## src/common/cpu_pkg.sv

```systemverilog
package cpu_pkg;

    // widths
    localparam int len_word      = 32;
    localparam int len_reg_addr  = 5;
    localparam int len_imem_addr = 10;
    localparam int len_dmem_addr = 10;

    // one-hot sequencer bit positions
    localparam int len_state       = 6;
    localparam int st_fetch        = 0;
    localparam int st_fetch_wait   = 1;
    localparam int st_decode       = 2;
    localparam int st_execute      = 3;
    localparam int st_execute_wait = 4;
    localparam int st_write        = 5;

    // rv32i opcodes
    localparam logic [6:0] op_lui    = 7'b0110111;
    localparam logic [6:0] op_auipc  = 7'b0010111;
    localparam logic [6:0] op_jal    = 7'b1101111;
    localparam logic [6:0] op_jalr   = 7'b1100111;
    localparam logic [6:0] op_branch = 7'b1100011;
    localparam logic [6:0] op_load   = 7'b0000011;
    localparam logic [6:0] op_store  = 7'b0100011;
    localparam logic [6:0] op_imm    = 7'b0010011;
    localparam logic [6:0] op_reg    = 7'b0110011;

    // alu funct3
    localparam logic [2:0] f3_add  = 3'd0;
    localparam logic [2:0] f3_sll  = 3'd1;
    localparam logic [2:0] f3_slt  = 3'd2;
    localparam logic [2:0] f3_sltu = 3'd3;
    localparam logic [2:0] f3_xor  = 3'd4;
    localparam logic [2:0] f3_sr   = 3'd5;
    localparam logic [2:0] f3_or   = 3'd6;
    localparam logic [2:0] f3_and  = 3'd7;

    // branch funct3
    localparam logic [2:0] f3_beq  = 3'd0;
    localparam logic [2:0] f3_bne  = 3'd1;
    localparam logic [2:0] f3_blt  = 3'd4;
    localparam logic [2:0] f3_bge  = 3'd5;
    localparam logic [2:0] f3_bltu = 3'd6;
    localparam logic [2:0] f3_bgeu = 3'd7;

    // access size funct3
    localparam logic [2:0] f3_b  = 3'd0;
    localparam logic [2:0] f3_h  = 3'd1;
    localparam logic [2:0] f3_w  = 3'd2;
    localparam logic [2:0] f3_bu = 3'd4;
    localparam logic [2:0] f3_hu = 3'd5;

    typedef struct packed {
        logic [6:0] funct7;
        logic [4:0] rs2;
        logic [4:0] rs1;
        logic [2:0] funct3;
        logic [4:0] rd;
        logic [6:0] opcode;
    } r_fmt_t;

    typedef struct packed {
        logic [11:0] imm;
        logic [4:0]  rs1;
        logic [2:0]  funct3;
        logic [4:0]  rd;
        logic [6:0]  opcode;
    } i_fmt_t;

    typedef struct packed {
        logic [6:0] imm_hi;
        logic [4:0] rs2;
        logic [4:0] rs1;
        logic [2:0] funct3;
        logic [4:0] imm_lo;
        logic [6:0] opcode;
    } s_fmt_t;

    typedef struct packed {
        logic       imm_12;
        logic [5:0] imm_10_5;
        logic [4:0] rs2;
        logic [4:0] rs1;
        logic [2:0] funct3;
        logic [3:0] imm_4_1;
        logic       imm_11;
        logic [6:0] opcode;
    } b_fmt_t;

    typedef struct packed {
        logic [19:0] imm;
        logic [4:0]  rd;
        logic [6:0]  opcode;
    } u_fmt_t;

    typedef struct packed {
        logic       imm_20;
        logic [9:0] imm_10_1;
        logic       imm_11;
        logic [7:0] imm_19_12;
        logic [4:0] rd;
        logic [6:0] opcode;
    } j_fmt_t;

    // one instruction word, read through whichever format applies
    typedef union packed {
        logic [len_word-1:0] raw;
        r_fmt_t r_fmt;
        i_fmt_t i_fmt;
        s_fmt_t s_fmt;
        b_fmt_t b_fmt;
        u_fmt_t u_fmt;
        j_fmt_t j_fmt;
    } inst_t;

    typedef enum logic [2:0] {
        unit_alu,
        unit_mem,
        unit_branch,
        unit_jump,
        unit_upper
    } unit_t;

    typedef struct packed {
        unit_t                   unit;
        logic                    use_imm;
        logic                    alt;
        logic [2:0]              funct3;
        logic [len_reg_addr-1:0] rd;
        logic                    wr_en;
        logic                    is_store;
        logic [len_word-1:0]     op_a;
        logic [len_word-1:0]     op_b;
        logic [len_word-1:0]     target;
        logic [len_word-1:0]     store_data;
    } dec_t;

endpackage

```

## src/verilog/regs.sv

```systemverilog
`timescale 1ns/1ps

module regs (
    input  logic                             clk,
    input  logic                             rstn,
    input  logic                             write,
    input  logic [cpu_pkg::len_reg_addr-1:0] rd,
    input  logic [cpu_pkg::len_word-1:0]     wdata,
    input  logic [cpu_pkg::len_reg_addr-1:0] rs1,
    input  logic [cpu_pkg::len_reg_addr-1:0] rs2,
    output logic [cpu_pkg::len_word-1:0]     rdata1,
    output logic [cpu_pkg::len_word-1:0]     rdata2
);
    import cpu_pkg::*;

    logic [len_word-1:0] mem [2**len_reg_addr];

    // x0 is cleared by reset and never written afterwards
    always_ff @(posedge clk) begin
        if (!rstn) begin
            for (int i = 0; i < 2**len_reg_addr; i++) begin
                mem[i] <= '0;
            end
        end else if (write && rd != '0) begin
            mem[rd] <= wdata;
        end
    end

    assign rdata1 = mem[rs1];
    assign rdata2 = mem[rs2];

endmodule

```

## src/verilog/fetch.sv

```systemverilog
`timescale 1ns/1ps

module fetch (
    input  logic                              clk,
    input  logic                              rstn,
    input  logic                              order,
    input  logic [cpu_pkg::len_word-1:0]      pc,
    output logic                              fetched,
    output cpu_pkg::inst_t                    inst,
    output logic [cpu_pkg::len_imem_addr-1:0] a_inst,
    input  logic [cpu_pkg::len_word-1:0]      d_inst
);
    import cpu_pkg::*;

    logic  issued;
    inst_t inst_q;

    always_ff @(posedge clk) begin
        if (!rstn) begin
            issued  <= 1'b0;
            fetched <= 1'b0;
        end else begin
            issued  <= order;
            fetched <= issued;
        end
    end

    // word address, then the returned word kept for decode
    always_ff @(posedge clk) begin
        if (order) begin
            a_inst <= pc[len_imem_addr+1:2];
        end
        if (fetched) begin
            inst_q <= d_inst;
        end
    end

    // memory word is live in the fetched cycle only
    assign inst = fetched ? inst_t'(d_inst) : inst_q;

endmodule

```

## src/decode/decode.sv

```systemverilog
`timescale 1ns/1ps

module decode (
    input  cpu_pkg::inst_t                   inst,
    input  logic [cpu_pkg::len_word-1:0]     pc,
    output logic [cpu_pkg::len_reg_addr-1:0] a_rs1,
    output logic [cpu_pkg::len_reg_addr-1:0] a_rs2,
    input  logic [cpu_pkg::len_word-1:0]     d_rs1,
    input  logic [cpu_pkg::len_word-1:0]     d_rs2,
    output cpu_pkg::dec_t                    dec
);
    import cpu_pkg::*;

    logic [len_word-1:0] i_imm;
    logic [len_word-1:0] s_imm;
    logic [len_word-1:0] b_imm;
    logic [len_word-1:0] u_imm;
    logic [len_word-1:0] j_imm;

    assign a_rs1 = inst.r_fmt.rs1;
    assign a_rs2 = inst.r_fmt.rs2;

    // sign-extended immediates per format
    assign i_imm = {{20{inst.i_fmt.imm[11]}}, inst.i_fmt.imm};
    assign s_imm = {{20{inst.s_fmt.imm_hi[6]}}, inst.s_fmt.imm_hi, inst.s_fmt.imm_lo};
    assign b_imm = {{19{inst.b_fmt.imm_12}}, inst.b_fmt.imm_12, inst.b_fmt.imm_11,
                    inst.b_fmt.imm_10_5, inst.b_fmt.imm_4_1, 1'b0};
    assign u_imm = {inst.u_fmt.imm, 12'b0};
    assign j_imm = {{11{inst.j_fmt.imm_20}}, inst.j_fmt.imm_20, inst.j_fmt.imm_19_12,
                    inst.j_fmt.imm_11, inst.j_fmt.imm_10_1, 1'b0};

    always_comb begin
        dec            = '0;
        dec.unit       = unit_alu;
        dec.funct3     = inst.r_fmt.funct3;
        dec.rd         = inst.r_fmt.rd;
        dec.op_a       = d_rs1;
        dec.op_b       = d_rs2;
        dec.store_data = d_rs2;
        case (inst.r_fmt.opcode)
            op_lui: begin
                dec.unit   = unit_upper;
                dec.wr_en  = 1'b1;
                dec.target = u_imm;
            end
            op_auipc: begin
                dec.unit   = unit_upper;
                dec.wr_en  = 1'b1;
                dec.op_a   = pc;
                dec.target = pc + u_imm;
            end
            op_jal: begin
                dec.unit   = unit_jump;
                dec.wr_en  = 1'b1;
                dec.target = pc + j_imm;
            end
            op_jalr: begin
                dec.unit   = unit_jump;
                dec.wr_en  = 1'b1;
                dec.target = d_rs1 + i_imm;
            end
            op_branch: begin
                dec.unit   = unit_branch;
                dec.target = pc + b_imm;
            end
            op_load: begin
                dec.unit    = unit_mem;
                dec.use_imm = 1'b1;
                dec.wr_en   = 1'b1;
                dec.op_b    = i_imm;
            end
            op_store: begin
                dec.unit     = unit_mem;
                dec.use_imm  = 1'b1;
                dec.is_store = 1'b1;
                dec.op_b     = s_imm;
            end
            op_imm: begin
                dec.use_imm = 1'b1;
                dec.wr_en   = 1'b1;
                dec.alt     = inst.raw[30];
                dec.op_b    = i_imm;
            end
            op_reg: begin
                dec.wr_en = 1'b1;
                dec.alt   = inst.raw[30];
            end
            // anything else retires as a no-op
            default: ;
        endcase
    end

endmodule

```

## src/verilog/alu.sv

```systemverilog
`timescale 1ns/1ps

module alu (
    input  cpu_pkg::dec_t                dec,
    output logic [cpu_pkg::len_word-1:0] result,
    output logic                         branch_taken
);
    import cpu_pkg::*;

    logic [4:0]          shamt;
    logic [len_word-1:0] sra;
    logic                lt_s;
    logic                lt_u;
    logic                eq;

    assign shamt = dec.op_b[4:0];
    assign sra   = $signed(dec.op_a) >>> shamt;
    // compares shared by slt and the branches
    assign lt_s  = $signed(dec.op_a) < $signed(dec.op_b);
    assign lt_u  = dec.op_a < dec.op_b;
    assign eq    = dec.op_a == dec.op_b;

    always_comb begin
        case (dec.funct3)
            // addi has no sub form
            f3_add:  result = (dec.alt && !dec.use_imm) ? dec.op_a - dec.op_b
                                                        : dec.op_a + dec.op_b;
            f3_sll:  result = dec.op_a << shamt;
            f3_slt:  result = {31'b0, lt_s};
            f3_sltu: result = {31'b0, lt_u};
            f3_xor:  result = dec.op_a ^ dec.op_b;
            f3_sr:   result = dec.alt ? sra : dec.op_a >> shamt;
            f3_or:   result = dec.op_a | dec.op_b;
            default: result = dec.op_a & dec.op_b;
        endcase
    end

    always_comb begin
        case (dec.funct3)
            f3_beq:  branch_taken = eq;
            f3_bne:  branch_taken = !eq;
            f3_blt:  branch_taken = lt_s;
            f3_bge:  branch_taken = !lt_s;
            f3_bltu: branch_taken = lt_u;
            f3_bgeu: branch_taken = !lt_u;
            default: branch_taken = 1'b0;
        endcase
    end

endmodule

```

## src/verilog/memory.sv

```systemverilog
`timescale 1ns/1ps

module memory (
    input  logic                              clk,
    input  logic                              rstn,
    input  logic                              flag,
    input  cpu_pkg::dec_t                     dec,
    output logic                              accessed,
    output logic [cpu_pkg::len_word-1:0]      load_data,
    output logic [cpu_pkg::len_dmem_addr-1:0] a_mem,
    output logic [cpu_pkg::len_word-1:0]      sd_mem,
    input  logic [cpu_pkg::len_word-1:0]      ld_mem,
    output logic [3:0]                        mem_write_flag,
    output logic                              mem_read_flag
);
    import cpu_pkg::*;

    logic [len_word-1:0] addr;
    logic [3:0]          be;
    logic [len_word-1:0] wdata;
    logic [1:0]          offset;
    logic [2:0]          funct3;
    logic [7:0]          lane_b;
    logic [15:0]         lane_h;

    assign addr = dec.op_a + dec.op_b;

    // lanes and replicated data; misaligned halves fall back to the lower lane
    always_comb begin
        case (dec.funct3[1:0])
            2'd0: begin
                be    = 4'b0001 << addr[1:0];
                wdata = {4{dec.store_data[7:0]}};
            end
            2'd1: begin
                be    = 4'b0011 << {addr[1], 1'b0};
                wdata = {2{dec.store_data[15:0]}};
            end
            default: begin
                be    = 4'b1111;
                wdata = dec.store_data;
            end
        endcase
    end

    always_ff @(posedge clk) begin
        if (!rstn) begin
            mem_write_flag <= '0;
            mem_read_flag  <= 1'b0;
            accessed       <= 1'b0;
        end else begin
            mem_write_flag <= (flag && dec.is_store) ? be : 4'b0;
            mem_read_flag  <= flag && !dec.is_store;
            accessed       <= mem_read_flag || mem_write_flag != '0;
        end
    end

    always_ff @(posedge clk) begin
        if (flag) begin
            a_mem  <= addr[len_dmem_addr+1:2];
            sd_mem <= wdata;
            offset <= addr[1:0];
            funct3 <= dec.funct3;
        end
    end

    assign lane_b = ld_mem[8*offset +: 8];
    assign lane_h = ld_mem[16*offset[1] +: 16];

    always_comb begin
        case (funct3)
            f3_b:    load_data = {{24{lane_b[7]}}, lane_b};
            f3_bu:   load_data = {24'b0, lane_b};
            f3_h:    load_data = {{16{lane_h[15]}}, lane_h};
            f3_hu:   load_data = {16'b0, lane_h};
            f3_w:    load_data = ld_mem;
            default: load_data = ld_mem;
        endcase
    end

endmodule

```

## src/cpu/cpu.sv

```systemverilog
`timescale 1ns/1ps

module cpu (
    input  logic                              clk,
    input  logic                              rstn,
    output logic [cpu_pkg::len_imem_addr-1:0] a_inst,
    input  logic [cpu_pkg::len_word-1:0]      d_inst,
    output logic [cpu_pkg::len_dmem_addr-1:0] a_mem,
    output logic [cpu_pkg::len_word-1:0]      sd_mem,
    input  logic [cpu_pkg::len_word-1:0]      ld_mem,
    output logic [3:0]                        mem_write_flag,
    output logic                              mem_read_flag
);
    import cpu_pkg::*;

    logic [len_word-1:0]     pc;
    logic [len_state-1:0]    state;

    // fetch side
    logic                    fetch_order;
    logic                    fetched;
    inst_t                   inst_f;
    inst_t                   inst_q;
    logic [len_word-1:0]     pc_q;

    // decode and register file
    logic [len_reg_addr-1:0] a_rs1;
    logic [len_reg_addr-1:0] a_rs2;
    logic [len_word-1:0]     d_rs1;
    logic [len_word-1:0]     d_rs2;
    dec_t                    dec_d;
    dec_t                    dec_q;

    // execute and write back
    logic [len_word-1:0]     alu_result;
    logic                    branch_taken;
    logic                    mem_flag;
    logic                    accessed;
    logic [len_word-1:0]     load_data;
    logic                    wb_en;
    logic [len_word-1:0]     wb_data;
    logic [len_word-1:0]     next_pc;
    logic [len_word-1:0]     pc_plus4;
    logic                    reg_write;

    assign pc_plus4  = pc_q + 32'd4;
    assign reg_write = state[st_write] && wb_en;

    regs i_regs (
        .clk(clk), .rstn(rstn), .write(reg_write), .rd(dec_q.rd), .wdata(wb_data),
        .rs1(a_rs1), .rs2(a_rs2), .rdata1(d_rs1), .rdata2(d_rs2)
    );

    fetch i_fetch (
        .clk(clk), .rstn(rstn), .order(fetch_order), .pc(pc), .fetched(fetched),
        .inst(inst_f), .a_inst(a_inst), .d_inst(d_inst)
    );

    decode i_decode (
        .inst(inst_q), .pc(pc_q), .a_rs1(a_rs1), .a_rs2(a_rs2),
        .d_rs1(d_rs1), .d_rs2(d_rs2), .dec(dec_d)
    );

    alu i_alu (
        .dec(dec_q), .result(alu_result), .branch_taken(branch_taken)
    );

    memory i_memory (
        .clk(clk), .rstn(rstn), .flag(mem_flag), .dec(dec_q), .accessed(accessed),
        .load_data(load_data), .a_mem(a_mem), .sd_mem(sd_mem), .ld_mem(ld_mem),
        .mem_write_flag(mem_write_flag), .mem_read_flag(mem_read_flag)
    );

    // leave reset through write, which issues the first fetch at pc 0
    always_ff @(posedge clk) begin
        if (!rstn) begin
            state       <= len_state'(1) << st_write;
            pc          <= '0;
            next_pc     <= '0;
            wb_en       <= 1'b0;
            fetch_order <= 1'b0;
            mem_flag    <= 1'b0;
        end else begin
            // both orders are one-cycle strobes into the next state
            fetch_order <= state[st_write];
            mem_flag    <= state[st_decode] && dec_d.unit == unit_mem;
            case (1'b1)
                state[st_fetch]: begin
                    state <= len_state'(1) << st_fetch_wait;
                end
                state[st_fetch_wait]: begin
                    if (fetched) begin
                        inst_q <= inst_f;
                        pc_q   <= pc;
                        state  <= len_state'(1) << st_decode;
                    end
                end
                state[st_decode]: begin
                    dec_q <= dec_d;
                    state <= len_state'(1) << st_execute;
                end
                state[st_execute]: begin
                    wb_en   <= dec_q.wr_en;
                    next_pc <= pc_plus4;
                    state   <= len_state'(1) << st_write;
                    case (dec_q.unit)
                        unit_mem:    state <= len_state'(1) << st_execute_wait;
                        unit_branch: next_pc <= branch_taken ? dec_q.target : pc_plus4;
                        unit_jump: begin
                            wb_data <= pc_plus4;
                            next_pc <= dec_q.target;
                        end
                        unit_upper:  wb_data <= dec_q.target;
                        default:     wb_data <= alu_result;
                    endcase
                end
                state[st_execute_wait]: begin
                    // stores come back here too, with wb_en already low
                    if (accessed) begin
                        wb_data <= load_data;
                        state   <= len_state'(1) << st_write;
                    end
                end
                state[st_write]: begin
                    pc    <= {next_pc[len_word-1:2], 2'b00};
                    state <= len_state'(1) << st_fetch;
                end
                default: ;
            endcase
        end
    end

endmodule

```

## config.mk

```make
export PLATFORM = sky130hd
export DESIGN_NAME = cpu
export DESIGN_NICKNAME = d
export VERILOG_FILES = /design/src/common/cpu_pkg.sv /design/src/verilog/regs.sv /design/src/verilog/fetch.sv /design/src/decode/decode.sv /design/src/verilog/alu.sv /design/src/verilog/memory.sv /design/src/cpu/cpu.sv
export SDC_FILE = /design/constraint.sdc
export NUM_CORES = 2
export LEC_CHECK = 0
export BUFFER_PORTS_ARGS = -buffer_cell sky130_fd_sc_hd__buf_2
export CAP_MARGIN = 5
export CORE_MARGIN = 3
export CORE_UTILIZATION = 60
export CTS_CLUSTER_DIAMETER = 40
export DETAILED_ROUTE_END_ITERATION = 10
export GPL_TIMING_DRIVEN = 0
export PLACE_DENSITY_LB_ADDON = 0.15
export RECOVER_POWER = 50
export SETUP_SLACK_MARGIN = 0.4
export SKIP_CTS_REPAIR_TIMING = 1
export SLEW_MARGIN = 20
export SYNTH_ARGS = -nofsm -noshare
export SYNTH_HDL_FRONTEND = slang
export SYNTH_SLANG_ARGS = --single-unit
```

## constraint.sdc

```tcl
create_clock -name clk -period 10.7 [get_ports clk]
set_clock_uncertainty 0.05 [all_clocks]
set_input_delay 2.14 -clock clk [delete_from_list [all_inputs] [get_ports clk]]
set_output_delay 2.14 -clock clk [all_outputs]
set_load 0.03 [all_outputs]
```

==> results list <==
* Run status: finished with violations
* Violations in the final reports: capacitance limit, slew limit
- Synthesized instance count: 6270
* Initial core utilization: 0.606
- Port Buf Inserts: 121
* CTS Buffer Depth: 3
* Synth Register Bits: 1405
* Height of the die: 376 um
- Entering global routing, the biggest net connects 54 pins.
- The most numerous cell type found on the critical path is sky130_fd_sc_hd__clkbuf_1.
- Number of global-route vias before repair: 59.9k
- Post-synthesis instance area: 0.0823 mm^2
- The final number of max-transition violations is between 400 and 500.
- For the pin with the worst max-slew slack, the measured transition is 3.04 ns.
* Predominant post-synthesis flop cell: sky130_fd_sc_hd__edfxtp_1
- Global route total overflow: 0
- During synthesis, Yosys emitted a total of 0 warnings.
- During I/O placement, the number of pins put on the boundary was 123.
- Number of antenna violations at the first check in global routing: 25
- In the routed layout, each cell is associated on average with a via count of 7.03.
- Path type of the worst min-delay path: reg2reg
* Total placed cells including tap cells: 8249
- Of all nets on the critical path, the largest fanout is 10.
- Worst slack after detailed placement: just under 3 ns
* Post-detailed-routing wire length: a little over 300000 um
* Clock tree from TritonCTS: built
- Setup violations remaining at the end of the flow were counted as 0.
- The signal on the critical path passes through buf_2 > clkbuf_1 > clkbuf_1 > clkbuf_1 > mux4_2 > mux4_2 > mux2_2 > ha_1 > fa_1 > a211oi_1 > o21ai_1 > a21oi_1 > o21ai_1 > a2111oi_2 > o21ai_0 > a221oi_1 > nor3_1 > o21ai_0 > o211ai_1.
- CP Class: reg2reg
- Leak Pwr: 33.0 nW
- The critical path contains buffers and inverters numbering 4 combined.
- Static timing analysis puts the maximum clock frequency at about 110 MHz.
- The congestion estimate from routability-driven global placement came to 1.11.
- Critical Path Max Stage Delay: 0.95 ns
- Final clock period utilization by the worst path: 0.851
- The later pin in the worst-skew pair is clocked with a latency of 0.84 ns.
* Count of standard-cell rows: 135
* Number of standard cells in the final layout excluding fillers: 8627
* Ratio of cells with drive above 1 in the final layout: 0.195
- CTS built an H-tree with a depth of 4.
- The count of final hold-check violations is 0.
- Area growth from synthesis to layout: 12.9%
* Clock Sinks: between 1k and 1.5k
- The tool flagged a number of max-cap violations equal to 26.
- Layout Cell Area excl Fill: 0.0928 mm^2
* Req. time, crit path: 11.16 ns
- First-pass GRT wire length: 434000 um
- Antenna viol nets, final: 0
- The largest individual stage delay along the critical path comes from the cell sky130_fd_sc_hd__clkbuf_1.
- In this run, synthesis inferred 1318 flip-flops with an integrated enable.
- The worst path needs 9.11 ns of the cycle, external delays included.
- Number of CTS-inserted buffers: approximately 190
- Launching element type of the critical path: flip-flop
* Worst slew slack as a fraction of its limit: -1.02
* Wirelength per Cell: 36.0 um
- Number of different library cells in the post-synthesis netlist: 86
* Core Box Area: approximately 0.14 mm^2
- Once placement finished, the instance area stood at 0.0867 mm^2.
- Nature of the critical path endpoint: flip-flop
- Setup repair after global routing left no endpoint under its margin.
- The routed layout has 60.7k vias.
- Data arrival time of the worst path: 9.57 ns
- Register area share after synthesis: 0.502
* Core Util, Final: 0.684
- The first detailed-routing pass ran for 7 iterations.
- In this run the mean area of a mapped cell was 13.1 um^2.
* Family with the most delay on the worst path: compound AO/OA/AOI/OAI gates
* Die area: between 0.1 and 0.15 mm^2
- The HPWL after detailed placement is around 240000 um.
* Total power per unit cell area: 143 mW/mm^2
* Die Wd: around 380 um
- Clock tree synthesis selected as its root buffer the cell sky130_fd_sc_hd__clkbuf_16.
- VDD sags by at most 0.146 mV.
- Fill cells in the final layout number approximately 9.4k.
- After clock tree synthesis, the clock-pin slew on the worst setup and hold paths is 0.06 ns.
* Number of nets in the layout: 6906
* Total Routing Usage GR: 0.438
- After detailed routing, the number of remaining DRC violations is 0.
- After routing, the total negative slack on setup checks comes to 0 ns.
- Fraction of registers with async set/reset: 0
- For this block, the initial DRC count from the detailed router was 8695.
- Setup slack closes at ~1.6 ns.
[logic make-up after synthesis]
family	after synthesis	synth area share
other	1	0.0000456
adders and majority gates	182	0.0281
AOI/OAI and AO/OA	1008	0.0797
muxes	884	0.215
buffers and inverters	706	0.0333
xor gates and xnor gates	123	0.0131
and+or+nand+nor	1961	0.129
DFF	1405	0.502
[placed cells by master, fill, tap and decap left out, types with 39 or more instances in the layout]
| cell | n |
|---|---|
| sky130_fd_sc_hd__edfxtp_1 | 1318 |
| sky130_fd_sc_hd__mux4_2 | 693 |
| sky130_fd_sc_hd__and2_1 | 626 |
| sky130_fd_sc_hd__clkbuf_1 | 543 |
| sky130_fd_sc_hd__and2_0 | 381 |
| sky130_fd_sc_hd__nand2_1 | 327 |
| sky130_fd_sc_hd__nor2_1 | 314 |
| sky130_fd_sc_hd__o21ai_0 | 247 |
| sky130_fd_sc_hd__a21oi_1 | 242 |
| sky130_fd_sc_hd__clkbuf_16 | 190 |
| sky130_fd_sc_hd__ha_1 | 177 |
| sky130_fd_sc_hd__inv_1 | 163 |
| sky130_fd_sc_hd__buf_2 | 98 |
| sky130_fd_sc_hd__mux2_2 | 96 |
| sky130_fd_sc_hd__dfxtp_1 | 87 |
| sky130_fd_sc_hd__nand3_1 | 83 |
| sky130_fd_sc_hd__xnor2_1 | 80 |
| sky130_fd_sc_hd__mux2i_1 | 69 |
| sky130_fd_sc_hd__a21o_1 | 62 |
| sky130_fd_sc_hd__nor3_1 | 49 |
| sky130_fd_sc_hd__xor2_1 | 43 |
| sky130_fd_sc_hd__o211ai_1 | 40 |
| sky130_fd_sc_hd__a211oi_1 | 39 |
[final timing paths]
path,startpoint,cells past startpoint,slack [ns],endpoint
max,flip-flop,19,1.59,dec_q[60]$_DFFE_PP_
min,pc[28]$_SDFFE_PN0P_,0,0.38,pc_q[28]$_DFFE_PP_
max reg2reg,flip-flop,19,1.59,dec_q[60]$_DFFE_PP_
min reg2reg,pc[28]$_SDFFE_PN0P_,0,0.38,pc_q[28]$_DFFE_PP_
[flip-flops by register name, indices dropped and copies added, names as in the netlist, named ones only]
name / flops
i_regs.mem: 1024
dec_q: 143
i_memory.sd_mem: 32
inst_q: 32
wb_data: 32
next_pc: 30
pc: 30
pc_q: 30
i_fetch.a_inst: 10
i_memory.a_mem: 10
state: 6
i_memory.mem_write_flag: 4
i_memory.funct3: 3
i_memory.offset: 2
fetch_order: 1
i_fetch.fetched: 1
i_fetch.issued: 1
i_memory.accessed: 1
i_memory.mem_read_flag: 1
mem_flag: 1
wb_en: 1
[synth_stat cells, types with 40 or more instances]
| cell | n | area (um^2) |
|---|---|---|
| sky130_fd_sc_hd__dfxtp_1 | 87 | 1740 |
| sky130_fd_sc_hd__o211ai_1 | 40 | 300 |
| sky130_fd_sc_hd__xor2_1 | 43 | 377 |
| sky130_fd_sc_hd__nand3_1 | 83 | 415 |
| sky130_fd_sc_hd__edfxtp_1 | 1318 | 39600 |
| sky130_fd_sc_hd__and2_1 | 1007 | 6300 |
| sky130_fd_sc_hd__mux4_2 | 693 | 15600 |
| sky130_fd_sc_hd__mux2i_1 | 69 | 691 |
| sky130_fd_sc_hd__buf_2 | 42 | 210 |
| sky130_fd_sc_hd__inv_1 | 162 | 608 |
| sky130_fd_sc_hd__mux2_2 | 122 | 1370 |
| sky130_fd_sc_hd__clkbuf_1 | 444 | 1670 |
| sky130_fd_sc_hd__nand2_1 | 327 | 1230 |
| sky130_fd_sc_hd__xnor2_1 | 80 | 701 |
| sky130_fd_sc_hd__ha_1 | 177 | 2210 |
| sky130_fd_sc_hd__o21ai_0 | 260 | 1300 |
| sky130_fd_sc_hd__a21o_1 | 62 | 465 |
| sky130_fd_sc_hd__a21oi_1 | 242 | 1210 |
| sky130_fd_sc_hd__nor3_1 | 50 | 250 |
| sky130_fd_sc_hd__buf_1 | 47 | 176 |
| sky130_fd_sc_hd__nor2_1 | 314 | 1180 |
[stage by stage]
step	power (mW)	hold slack, ns
final	13.2	0.376
after global routing	13.5	0.389
after CTS	13.2	0.378
after detailed placement	6.91	0.364
after global placement	6.86	0.362
after floorplan	6.64	0.358
[cell type report]
class	instances	area [um^2]	area share
multi-input combinational	4190	38500	0.415
timing repair buffer	168	1530	0.0165
buffer	540	2140	0.0231
tap	1781	2230	0.0240
antenna	23	57.6	0.000620
inverter	166	623	0.00671
clock buffer	215	4870	0.0524
clock inverter	139	1580	0.0170
sequential	1405	41300	0.445
[per-layer routing]
metal	share of wire	track usage	up-vias
met5	0.00018	0	-
met4	0.090	0.316	10
met3	0.12	0.122	1170
met2	0.46	0.685	4418
met1	0.33	0.525	30300
li1	-	-	24800
[where the power goes]
group | switching [mW] | internal [mW] | leakage (nW)
Sequential | 0.0842 | 6.14 | 14.0
Combinational | 0.353 | 0.255 | 15.9
Clock | 2.67 | 3.75 | 3.11
Total | 3.11 | 10.1 | 33.0
[worst reg2reg max path, delay by kind of cell (launching register included)]
| family | cells | cell delay, ns |
|---|---|---|
| compound gates | 9 | 3.03 |
| fa+ha+maj | 2 | 0.69 |
| flops | 1 | 0.40 |
| simple gates | 1 | 0.07 |
| mux | 3 | 1.59 |
| buf+inv | 4 | 2.97 |
No activity file was read; power rests on OpenSTA's default activity.
